<file path="src/la_decode_pkg.sv">
package la_decode_pkg;

    typedef logic [31:0] bus32_t;
    typedef logic [4:0]  reg_addr_t;
    typedef logic [13:0] csr_addr_t;
    typedef logic [5:0]  exc_cause_t;

    localparam exc_cause_t EXC_INE = 6'h0d; // instruction not exist.
    localparam csr_addr_t  CSR_TID = 14'h040;

    // inst[31:10].
    localparam logic [21:0] ERTN_OPCODE     = 22'h01920e;
    localparam logic [21:0] RDCNTID_OPCODE  = 22'h000018; // also rdcntvl.w.
    localparam logic [21:0] RDCNTVHW_OPCODE = 22'h000019;
    localparam logic [21:0] TLBSRCH_OPCODE  = 22'h01920a;
    localparam logic [21:0] TLBRD_OPCODE    = 22'h01920b;
    localparam logic [21:0] TLBWR_OPCODE    = 22'h01920c;
    localparam logic [21:0] TLBFILL_OPCODE  = 22'h01920d;

    // inst[31:15].
    localparam logic [16:0] ADD_W_OPCODE = 17'h00020;
    localparam logic [16:0] SUB_W_OPCODE = 17'h00022;
    localparam logic [16:0] AND_OPCODE   = 17'h00029;
    localparam logic [16:0] OR_OPCODE    = 17'h0002a;

    // inst[31:22].
    localparam logic [9:0] ADDI_W_OPCODE = 10'h00a;
    localparam logic [9:0] LD_W_OPCODE   = 10'h0a2;
    localparam logic [9:0] ST_W_OPCODE   = 10'h0a6;

    localparam logic [7:0] CSR_OPCODE = 8'h04; // inst[31:24].

    typedef enum logic [7:0] {
        ALU_NOP, ALU_ERTN, ALU_RDCNTID, ALU_RDCNTVLW, ALU_RDCNTVHW,
        ALU_TLBSRCH, ALU_TLBRD, ALU_TLBWR, ALU_TLBFILL,
        ALU_ADD, ALU_SUB, ALU_AND, ALU_OR, ALU_LD, ALU_ST,
        ALU_CSRRD, ALU_CSRWR, ALU_CSRXCHG
    } aluop_t;

    typedef enum logic [2:0] {
        ALU_SEL_NOP, ALU_SEL_ARITH, ALU_SEL_LOGIC, ALU_SEL_LOAD_STORE, ALU_SEL_CSR
    } alusel_t;

    typedef struct packed {
        bus32_t          pc;
        bus32_t          inst;
        logic            inst_valid;
        logic            is_privilege;
        logic            is_cnt;
        logic [1:0]      reg_read_en;
        reg_addr_t [1:0] reg_read_addr;
        logic            reg_write_en;
        reg_addr_t       reg_write_addr;
        aluop_t          aluop;
        alusel_t         alusel;
        bus32_t          imm;
        logic            csr_read_en;
        logic            csr_write_en;
        csr_addr_t       csr_addr;
        logic            is_exception;
        exc_cause_t      exception_cause;
    } id_dispatch_t;

endpackage

</file>
<file path="src/decoder_1r.sv">
module decoder_1r (
    input  la_decode_pkg::bus32_t       pc_i,
    input  la_decode_pkg::bus32_t       inst_i,
    output la_decode_pkg::id_dispatch_t id_o
);

    import la_decode_pkg::*;

    logic [21:0] opcode;
    reg_addr_t   rj;
    reg_addr_t   rd;

    assign opcode = inst_i[31:10];
    assign rj     = inst_i[9:5];
    assign rd     = inst_i[4:0];

    always_comb begin
        id_o          = '0;
        id_o.pc       = pc_i;
        id_o.inst     = inst_i;
        id_o.aluop    = ALU_NOP;
        id_o.alusel   = ALU_SEL_NOP;
        id_o.csr_addr = CSR_TID; // no csr access unless rdcntid.

        case (opcode)
            ERTN_OPCODE: begin
                id_o.inst_valid   = 1'b1;
                id_o.is_privilege = 1'b1;
                id_o.aluop        = ALU_ERTN;
            end
            RDCNTID_OPCODE: begin
                id_o.inst_valid   = 1'b1;
                id_o.is_cnt       = 1'b1;
                id_o.reg_write_en = 1'b1;
                id_o.alusel       = ALU_SEL_CSR;
                if (rj == 5'd0) begin // rdcntvl.w.
                    id_o.reg_write_addr = rd;
                    id_o.aluop          = ALU_RDCNTVLW;
                end else begin
                    id_o.reg_write_addr = rj;
                    id_o.aluop          = ALU_RDCNTID;
                    id_o.csr_read_en    = 1'b1;
                end
            end
            RDCNTVHW_OPCODE: begin
                id_o.inst_valid     = 1'b1;
                id_o.is_cnt         = 1'b1;
                id_o.reg_write_en   = 1'b1;
                id_o.reg_write_addr = rd;
                id_o.aluop          = ALU_RDCNTVHW;
                id_o.alusel         = ALU_SEL_CSR;
            end
            TLBSRCH_OPCODE, TLBRD_OPCODE, TLBWR_OPCODE, TLBFILL_OPCODE: begin
                id_o.inst_valid   = 1'b1;
                id_o.is_privilege = 1'b1;
                id_o.alusel       = ALU_SEL_CSR;
                case (opcode[1:0]) // low bits tell the tlb ops apart.
                    2'b10:   id_o.aluop = ALU_TLBSRCH;
                    2'b11:   id_o.aluop = ALU_TLBRD;
                    2'b00:   id_o.aluop = ALU_TLBWR;
                    default: id_o.aluop = ALU_TLBFILL;
                endcase
            end
            default: ;
        endcase
    end

endmodule

</file>
<file path="src/decoder_3r.sv">
module decoder_3r (
    input  la_decode_pkg::bus32_t       pc_i,
    input  la_decode_pkg::bus32_t       inst_i,
    output la_decode_pkg::id_dispatch_t id_o
);

    import la_decode_pkg::*;

    logic [16:0] opcode;
    reg_addr_t   rk;
    reg_addr_t   rj;
    reg_addr_t   rd;
    logic        hit;

    assign opcode = inst_i[31:15];
    assign rk     = inst_i[14:10];
    assign rj     = inst_i[9:5];
    assign rd     = inst_i[4:0];

    assign hit = (opcode == ADD_W_OPCODE) || (opcode == SUB_W_OPCODE) ||
                 (opcode == AND_OPCODE)   || (opcode == OR_OPCODE);

    always_comb begin
        id_o          = '0;
        id_o.pc       = pc_i;
        id_o.inst     = inst_i;
        id_o.aluop    = ALU_NOP;
        id_o.alusel   = ALU_SEL_NOP;
        id_o.csr_addr = CSR_TID;

        if (hit) begin
            id_o.inst_valid       = 1'b1;
            id_o.reg_read_en      = 2'b11;
            id_o.reg_read_addr[0] = rj;
            id_o.reg_read_addr[1] = rk;
            id_o.reg_write_en     = 1'b1;
            id_o.reg_write_addr   = rd;
        end

        case (opcode)
            ADD_W_OPCODE: begin
                id_o.aluop  = ALU_ADD;
                id_o.alusel = ALU_SEL_ARITH;
            end
            SUB_W_OPCODE: begin
                id_o.aluop  = ALU_SUB;
                id_o.alusel = ALU_SEL_ARITH;
            end
            AND_OPCODE: begin
                id_o.aluop  = ALU_AND;
                id_o.alusel = ALU_SEL_LOGIC;
            end
            OR_OPCODE: begin
                id_o.aluop  = ALU_OR;
                id_o.alusel = ALU_SEL_LOGIC;
            end
            default: ;
        endcase
    end

endmodule

</file>
<file path="src/decoder_2ri12.sv">
module decoder_2ri12 (
    input  la_decode_pkg::bus32_t       pc_i,
    input  la_decode_pkg::bus32_t       inst_i,
    output la_decode_pkg::id_dispatch_t id_o
);

    import la_decode_pkg::*;

    logic [9:0]  opcode;
    logic [11:0] si12;
    reg_addr_t   rj;
    reg_addr_t   rd;
    bus32_t      imm_sext;

    assign opcode   = inst_i[31:22];
    assign si12     = inst_i[21:10];
    assign rj       = inst_i[9:5];
    assign rd       = inst_i[4:0];
    assign imm_sext = {{20{si12[11]}}, si12};

    always_comb begin
        id_o          = '0;
        id_o.pc       = pc_i;
        id_o.inst     = inst_i;
        id_o.aluop    = ALU_NOP;
        id_o.alusel   = ALU_SEL_NOP;
        id_o.csr_addr = CSR_TID;
        id_o.imm      = imm_sext; // only meaningful when inst_valid.

        case (opcode)
            ADDI_W_OPCODE: begin
                id_o.inst_valid       = 1'b1;
                id_o.reg_read_en      = 2'b01;
                id_o.reg_read_addr[0] = rj;
                id_o.reg_write_en     = 1'b1;
                id_o.reg_write_addr   = rd;
                id_o.aluop            = ALU_ADD;
                id_o.alusel           = ALU_SEL_ARITH;
            end
            LD_W_OPCODE: begin
                id_o.inst_valid       = 1'b1;
                id_o.reg_read_en      = 2'b01;
                id_o.reg_read_addr[0] = rj;
                id_o.reg_write_en     = 1'b1;
                id_o.reg_write_addr   = rd;
                id_o.aluop            = ALU_LD;
                id_o.alusel           = ALU_SEL_LOAD_STORE;
            end
            ST_W_OPCODE: begin
                id_o.inst_valid       = 1'b1;
                id_o.reg_read_en      = 2'b11;
                id_o.reg_read_addr[0] = rj; // base.
                id_o.reg_read_addr[1] = rd; // store data.
                id_o.aluop            = ALU_ST;
                id_o.alusel           = ALU_SEL_LOAD_STORE;
            end
            default: ;
        endcase
    end

endmodule

</file>
<file path="src/decoder_csr.sv">
module decoder_csr (
    input  la_decode_pkg::bus32_t       pc_i,
    input  la_decode_pkg::bus32_t       inst_i,
    output la_decode_pkg::id_dispatch_t id_o
);

    import la_decode_pkg::*;

    logic [7:0] opcode;
    csr_addr_t  csr_num;
    reg_addr_t  rj;
    reg_addr_t  rd;

    assign opcode  = inst_i[31:24];
    assign csr_num = inst_i[23:10];
    assign rj      = inst_i[9:5];
    assign rd      = inst_i[4:0];

    always_comb begin
        id_o          = '0;
        id_o.pc       = pc_i;
        id_o.inst     = inst_i;
        id_o.aluop    = ALU_NOP;
        id_o.alusel   = ALU_SEL_NOP;
        id_o.csr_addr = CSR_TID;

        if (opcode == CSR_OPCODE) begin
            id_o.inst_valid     = 1'b1;
            id_o.is_privilege   = 1'b1;
            id_o.reg_write_en   = 1'b1; // old csr value goes to rd.
            id_o.reg_write_addr = rd;
            id_o.alusel         = ALU_SEL_CSR;
            id_o.csr_addr       = csr_num;
            id_o.csr_read_en    = 1'b1;

            if (rj == 5'd0) begin
                id_o.aluop = ALU_CSRRD;
            end else if (rj == 5'd1) begin
                id_o.aluop            = ALU_CSRWR;
                id_o.reg_read_en      = 2'b01;
                id_o.reg_read_addr[0] = rd;
                id_o.csr_write_en     = 1'b1;
            end else begin
                // rj holds the write mask.
                id_o.aluop            = ALU_CSRXCHG;
                id_o.reg_read_en      = 2'b11;
                id_o.reg_read_addr[0] = rd;
                id_o.reg_read_addr[1] = rj;
                id_o.csr_write_en     = 1'b1;
            end
        end
    end

endmodule

</file>
<file path="src/id_select.sv">
module id_select (
    input  logic                        clk,
    input  logic                        arst_n_i,
    input  la_decode_pkg::id_dispatch_t rec_1r_i,
    input  la_decode_pkg::id_dispatch_t rec_3r_i,
    input  la_decode_pkg::id_dispatch_t rec_2ri12_i,
    input  la_decode_pkg::id_dispatch_t rec_csr_i,
    output la_decode_pkg::id_dispatch_t id_o
);

    import la_decode_pkg::*;

    logic [3:0] hit;

    assign hit = {rec_csr_i.inst_valid, rec_2ri12_i.inst_valid,
                  rec_3r_i.inst_valid, rec_1r_i.inst_valid};

    always_comb begin
        case (hit)
            4'b0001: id_o = rec_1r_i;
            4'b0010: id_o = rec_3r_i;
            4'b0100: id_o = rec_2ri12_i;
            4'b1000: id_o = rec_csr_i;
            default: begin
                // nobody claimed the word, so raise ine.
                id_o                 = '0;
                id_o.pc              = rec_1r_i.pc;
                id_o.inst            = rec_1r_i.inst;
                id_o.aluop           = ALU_NOP;
                id_o.alusel          = ALU_SEL_NOP;
                id_o.csr_addr        = CSR_TID;
                id_o.is_exception    = 1'b1;
                id_o.exception_cause = EXC_INE;
            end
        endcase
    end

    // opcode spaces of the four decoders must not overlap.
    a_single_claim: assert property (
        @(posedge clk) disable iff (!arst_n_i) $onehot0(hit)
    ) else $error("id_select: %b decoders claimed the same word", hit);

endmodule

</file>
<file path="src/id_stage.sv">
module id_stage (
    input  logic                        clk,
    input  logic                        arst_n_i,
    input  logic                        fetch_valid_i,
    input  la_decode_pkg::bus32_t       fetch_pc_i,
    input  la_decode_pkg::bus32_t       fetch_inst_i,
    input  logic                        stall_i,
    input  logic                        flush_i,
    output logic                        dispatch_valid_o,
    output la_decode_pkg::id_dispatch_t dispatch_o
);

    import la_decode_pkg::*;

    id_dispatch_t rec_1r;
    id_dispatch_t rec_3r;
    id_dispatch_t rec_2ri12;
    id_dispatch_t rec_csr;
    id_dispatch_t merged;

    decoder_1r    u_dec_1r    (.pc_i(fetch_pc_i), .inst_i(fetch_inst_i), .id_o(rec_1r));
    decoder_3r    u_dec_3r    (.pc_i(fetch_pc_i), .inst_i(fetch_inst_i), .id_o(rec_3r));
    decoder_2ri12 u_dec_2ri12 (.pc_i(fetch_pc_i), .inst_i(fetch_inst_i), .id_o(rec_2ri12));
    decoder_csr   u_dec_csr   (.pc_i(fetch_pc_i), .inst_i(fetch_inst_i), .id_o(rec_csr));

    id_select u_select (
        .clk         (clk),
        .arst_n_i    (arst_n_i),
        .rec_1r_i    (rec_1r),
        .rec_3r_i    (rec_3r),
        .rec_2ri12_i (rec_2ri12),
        .rec_csr_i   (rec_csr),
        .id_o        (merged)
    );

    always_ff @(posedge clk or negedge arst_n_i) begin
        if (!arst_n_i) begin
            dispatch_valid_o <= 1'b0;
            dispatch_o       <= '0;
        end else if (flush_i) begin
            dispatch_valid_o <= 1'b0; // flush wins over stall.
        end else if (!stall_i) begin
            dispatch_valid_o <= fetch_valid_i;
            if (fetch_valid_i) begin
                dispatch_o <= merged;
            end
        end
    end

    a_valid_known: assert property (
        @(posedge clk) disable iff (!arst_n_i) !$isunknown(dispatch_valid_o)
    ) else $error("id_stage: dispatch_valid_o is unknown");

endmodule

</file>
<file path="config.mk">
export PLATFORM = sky130hd
export DESIGN_NAME = id_stage
export DESIGN_NICKNAME = d
export VERILOG_FILES = /design/src/la_decode_pkg.sv /design/src/decoder_1r.sv /design/src/decoder_3r.sv /design/src/decoder_2ri12.sv /design/src/decoder_csr.sv /design/src/id_select.sv /design/src/id_stage.sv
export SDC_FILE = /design/constraint.sdc
export NUM_CORES = 1
export LEC_CHECK = 0
export BUFFER_PORTS_ARGS = -buffer_cell sky130_fd_sc_hd__buf_2
export CAP_MARGIN = 10
export CORE_UTILIZATION = 30
export DETAILED_ROUTE_END_ITERATION = 6
export PLACE_DENSITY = 0.53
export SLEW_MARGIN = 25
export SYNTH_ARGS = -nofsm -noshare
export SYNTH_HDL_FRONTEND = slang
export SYNTH_SLANG_ARGS = --single-unit
</file>
<file path="constraint.sdc">
create_clock -name clk -period 1 [get_ports clk]
set_input_delay 0.1 -clock clk [delete_from_list [all_inputs] [get_ports clk]]
set_output_delay 0.1 -clock clk [all_outputs]
set_load 0.005 [all_outputs]
</file>
==> impl_metrics.ini, run 1 <==
[synthesis]
yosysWarnings = 0
yosysSeqAreaShare_pct = 54.9
synthesis.area_mm2 = 0.00556
synthArstFlopShare_pct = 100
synth-edff-count = 0
synthTopCellsByArea = dfrtp_1 (55%), nand2_1 (17%), buf_4 (4.3%)
syn_inst = 621
yosysTopAreaCell = dfrtp_1
synth-seq-cells = 122
syn_area_per_cell_um2 = 8.96
synth_top_area_share_pct = 54.9
ys_types = 60
synth_top_flop_cell = dfrtp_1

[routing]
postRouteAntennaNets = 0
wl_mm = 19.9
num_vias = 5700
drcViolationCount = 28
routedWlPerCell_um = 15.9
drtIter0Drc = 257
drt_first_pass_iters = 7
vias_per_cell = 4.55

[final_layout]
final_nets = 1085
area_delta_synth_final_pct = 76.6
drive_above_1_share_pct = 49.4
fin_util_pct = 54.3

[timing]
fmax_mhz = 795
min_period_over_period_pct = 126
rsz0062_at_grt = true
period_needed_ns = 1.26
skew_ns = 0
final_hold_viol_count = 0
drv_slew = 0
final-setup-viol-count = 169
layout_setup_ws_ns = -0.258

[setup_path]
critPathKind = in -> reg
crit_start = fetch_inst_i[15]
worstPathMaxFanout = 4
cp.arrival_ns = 1.61
start_kind = input pin
required_ns = 1.35
r2r_slack_ns = 0.11
crit_path_end_kind = flop
crit_end = dispatch_o[60]
ff2ff_path_depth = 4
reg2reg_to = dispatch_o[57]
reg2reg_from = dispatch_o[57]

[global_routing]
grt_overflow = 0
grtUsageTotal_pct = 20.5
grt_pass1_vias = 5457
antenna_found_initial = 1
grt_max_degree = 41
grt_pass1_wl_mm = 30.3

[clock_tree]
cts_root_buf = clkbuf_16
cts_sinks = 122
clock_insertion_delay_worst_skew_ns = 0.41
cts_buffers = 17
cts.htree.levels = 4
path_clk_slew_ns = 0.06
cts_buffer_depth = 2
cts_tree = yes

[power]
p_total_mw = 14.9
vdd_drop_max_v = 0.00124
leakagePower_nw = 5.10
pwr-share-clk_pct = 42.4
p_comb_share_pct = 19.0
p_sw_mw = 3.86
power_density_mw_per_mm2 = 1520
power_frac_seq_pct = 38.6
internal_power_mw = 11.0
switching_share_pct = 25.9

[place]
finalWeightedCongestion = 0.797
pre_cts_ws_ns = -0.810
port_buffers = 214
hpwl_mm = 13.0

[die]
rows = 49
coreArea_mm2 = 0.0181
dieArea_mm2 = 0.0191
io_pins = 221
initial_core_util_pct = 30.8
die_h_um = 138
die_w_um = 138

[flow_run]
cap_violations = 0

[status]
outcome = finished with violations
failed_checks = DRC, setup timing

[hold_path]
hold_depth = 4
min_path_type = in -> reg
kinds of logic (layout without fill, tap and decap cells):
| family | Yosys count | count (layout) | synth area share [%] |
|---|---|---|---|
| AOI/OAI and AO/OA | 91 | 91 | 10.1 |
| xor gates and xnor gates | 2 | 2 | 0.315 |
| adders and majority gates | 4 | 4 | 0.900 |
| buffers and inverters | 67 | 465 | 6.88 |
| DFF | 122 | 122 | 54.9 |
| muxes | 2 | 2 | 0.360 |
| other | 1 | 7 | 0.0674 |
| and+or+nand+nor | 332 | 332 | 26.5 |
worst min path at each step:
stage                       end  slack, ns              from
2_1_floorplan   dispatch_o[100]      -0.20          arst_n_i
3_3_place_gp    dispatch_o[100]     -0.005          arst_n_i
3_5_place_dp    dispatch_o[100]     -0.006          arst_n_i
4_1_cts         dispatch_o[114]       0.01  fetch_inst_i[27]
5_1_grt         dispatch_o[114]       0.05  fetch_inst_i[27]
6_report       dispatch_valid_o       0.05           stall_i
flip-flops by register name, indices dropped and copies added, names as in the netlist:
name / count
dispatch_o: 121
dispatch_valid_o: 1
per-layer routing:
layer,global-route usage (%),wire (um)
met5,0,0
met1,27.2,8870
met2,33.4,9660
met4,7.39,462
met3,4.16,921
layout by cell type (no fill, tap or decap), types with 5 or more instances in the layout:
master and n:
nand2_2 9, nor2_4 7, a22oi_2 5, buf_2 195, buf_6 39, nand2_1 240, dfrtp_1 120, conb_1 6
a21oi_2 8, nor4_4 5, nor3_4 5, nor2_1 24, clkbuf_16 17, o21ai_2 6, a31oi_1 6, buf_12 11
dlygate4sd3_1 42, o21ai_1 37, buf_4 135
power groups by stage:
stage | Combinational (mW) | Clock (mW) | Sequential (mW)
after floorplan | 0.791 | 0 | 5.87
after detailed placement | 2.08 | 0 | 5.82
final | 2.84 | 6.31 | 5.75
after CTS | 2.55 | 6.45 | 5.73
after global placement | 2.07 | 0 | 5.81
after global routing | 3.11 | 6.69 | 5.80
what timing repair did:
item / CTS / global route
pin swaps: 50 / 39
endpoints found under the setup margin: 178 / 213
hold endpoints to repair: 164 / 0
gates cloned: 1 / 0
hold buffers: 42 / 0
buffers inserted: 40 / 45
gates resized for setup: 87 / 59
Yosys cell counts, types with 5 or more instances:
master    instances
nand2_1         249
dfrtp_1         122
o21ai_0          44
buf_4            32
nor2_1           32
clkbuf_1         22
a21oi_1          13
a31oi_1           8
inv_1             6
nor3_1            6
a22oi_1           5
nand2b_1          5
critical path: stages:
cell	delay, ns
buf_6	0.10
nor4b_4	0.32
nand2b_1	0.24
or4_4	0.55
mux2i_1	0.14
o32a_1	0.15
cell type report:
cell class                 instances  area [um2]
timing repair buffer             428        3190
inverter                           6        28.8
clock inverter                    11         146
fill                            1585        8260
antenna                            1        2.50
multi-input combinational        437        2660
tap                              229         287
clock buffer                      20         457
sequential                       122        3060
metrics by stage:
step	TNS, ns	std cells	hold slack (ns)	instance area [um2]
final	-9.92	1254	0.0495	9820
after CTS	-11.85	1208	0.0143	9220
after global placement	-47.64	1094	-0.00491	7480
after floorplan	-18.52	626	-0.196	5900
after detailed placement	-48.27	1094	-0.00577	7480
after global routing	-17.40	1254	0.0541	9820
No activity file was read; power rests on OpenSTA's default activity.
==> run 2: changes to the inputs <==
--- a/config.mk
+++ b/config.mk
@@ -7,6 +7,7 @@
 export LEC_CHECK = 0
 export BUFFER_PORTS_ARGS = -buffer_cell sky130_fd_sc_hd__buf_2
 export CAP_MARGIN = 10
+export CORE_MARGIN = 5
 export CORE_UTILIZATION = 30
 export DETAILED_ROUTE_END_ITERATION = 6
 export PLACE_DENSITY = 0.53
==> impl_metrics.ini, run 2 (synthesis results as in run 1) <==
[status]
outcome = finished with violations
failed_checks = setup timing

[place]
place_inst = 1099
hpwl_mm = 14.2
finalWeightedCongestion = 0.868
port_buffers = 214

[setup_path]
r2r_slack_ns = 0.08
ff2ff_path_depth = 4
crit_start = fetch_inst_i[11]
required_ns = 1.35
reg2reg_from = dispatch_o[53]
cp.arrival_ns = 1.55
worstPathMaxFanout = 4
start_kind = input pin
crit_end = dispatch_o[60]
reg2reg_to = dispatch_o[53]
crit_path_end_kind = flop
critPathKind = in -> reg

[final_layout]
largest_register_ffs = 121
final_cell_mix = nand2_1 (237), buf_2 (189), buf_4 (135), dfrtp_1 (120), dlygate4sd3_1 (44)
final_nets = 1078
regMostFlops = dispatch_o
fillers = 1650
final_cells = 1249
drive_above_1_share_pct = 48.5
area_delta_synth_final_pct = 75.6
final_common_cell = nand2_1
fin_util_pct = 54.0
reg_top3 = dispatch_o x121, dispatch_valid_o x1

[timing]
final_hold_viol_count = 0
relSlewSlack_pct = 62.8
rsz0062_at_grt = true
worst_pin_slew_ns = 0.558
skew_ns = 0
layout_setup_ws_ns = -0.204
fmax_mhz = 831
period_needed_ns = 1.20
drv_slew = 0
final-setup-viol-count = 177
min_period_over_period_pct = 120

[global_routing]
grt_pass1_vias = 5562
antenna_found_initial = 2
grt_pass1_wl_mm = 31.4
grt_overflow = 0
grt_max_degree = 53
grtUsageTotal_pct = 18.5

[clock_tree]
cts_root_buf = clkbuf_16
cts_buffers = 17
cts.htree.levels = 4
clock_insertion_delay_worst_skew_ns = 0.42
cts_tree = yes
cts_sinks = 122
path_clk_slew_ns = 0.06
cts_buffer_depth = 2

[power]
power_density_mw_per_mm2 = 1590
leakagePower_nw = 5.08
vdd_drop_max_v = 0.00104

[routing]
num_vias = 5668
postRouteAntennaNets = 0
wl_mm = 20.3
vias_per_cell = 4.54
drtIter0Drc = 293
drt_first_pass_iters = 4
drcViolationCount = 0
routedWlPerCell_um = 16.2

[die]
rows = 49
coreArea_mm2 = 0.0181
die_h_um = 146
dieArea_mm2 = 0.0214
die_w_um = 146
io_pins = 221
initial_core_util_pct = 30.8

[flow_run]
cap_violations = 0

[hold_path]
min_path_type = in -> reg
min_from = fetch_inst_i[27]
[run 2: worst min-delay path by stage]
stage,endpoint,slack (ns),depth (start not counted)
floorplan,dispatch_o[100],-0.20,0
CTS,dispatch_o[114],0.007,4
global route,dispatch_o[114],0.01,4
global placement,dispatch_o[100],0.003,1
detailed placement,dispatch_o[10],0.008,1
finish,dispatch_o[114],0.04,4
[run 2: repair_timing]
action | CTS | global route
gates resized for setup | 116 | 30
hold buffers | 44 | 0
setup buffers | 41 | 31
endpoints found under the setup margin | 177 | 178
cloned | 0 | 1
pin swaps | 59 | 23
endpoints found under the hold margin | 166 | 0
[run 2: final cells by class]
cell class / instances / area (um2) / share of cell area [%]
Clock inverter: 14 / 243 / 2.48
Timing Repair Buffer: 421 / 3070 / 31.4
Sequential cell: 122 / 3060 / 31.3
Antenna cell: 2 / 5.00 / 0.0512
Tap cell: 229 / 287 / 2.93
Clock buffer: 18 / 429 / 4.39
Multi-Input combinational cell: 437 / 2650 / 27.2
Inverter: 6 / 26.3 / 0.269
[run 2: routing by layer]
| metal | vias to the layer above | global-route usage [%] | wire [um] |
|---|---|---|---|
| met5 | - | 0 | 0 |
| met4 | 0 | 6.26 | 361 |
| li1 | 2799 | - | - |
| met3 | 22 | 4.74 | 967 |
| met2 | 146 | 30.3 | 10100 |
| met1 | 2701 | 24.0 | 8860 |
[run 2: critical path, cell delays in order]
cell        delay, ns
buf_8            0.11
clkinvlp_4       0.10
ha_4             0.18
nor2_4           0.05
a21o_1           0.19
or4_4            0.53
mux2i_1          0.13
o32a_1           0.16
[run 2: per-stage QoR]
| stage | power (mW) | setup slack (ns) | cell area [um2] | hold slack [ns] | setup TNS, ns |
|---|---|---|---|---|---|
| 6_report | 15.6 | -0.204 | 9770 | 0.0354 | -10.23 |
| 5_1_grt | 16.3 | -0.258 | 9770 | 0.0146 | -18.74 |
| 4_1_cts | 15.5 | -0.195 | 9380 | 0.00732 | -12.44 |
| 3_5_place_dp | 7.92 | -0.782 | 7470 | 0.00820 | -44.93 |
| 3_3_place_gp | 7.90 | -0.806 | 7470 | 0.00285 | -45.15 |
| 2_1_floorplan | 6.67 | -0.397 | 5900 | -0.196 | -18.52 |
[run 2: power by group]
part	leakage, nW	switching, mW	internal, mW	total, mW
logic	3.19	1.29	1.48	2.76
clock network	0.317	2.36	4.69	7.05
registers	1.57	0.279	5.47	5.75
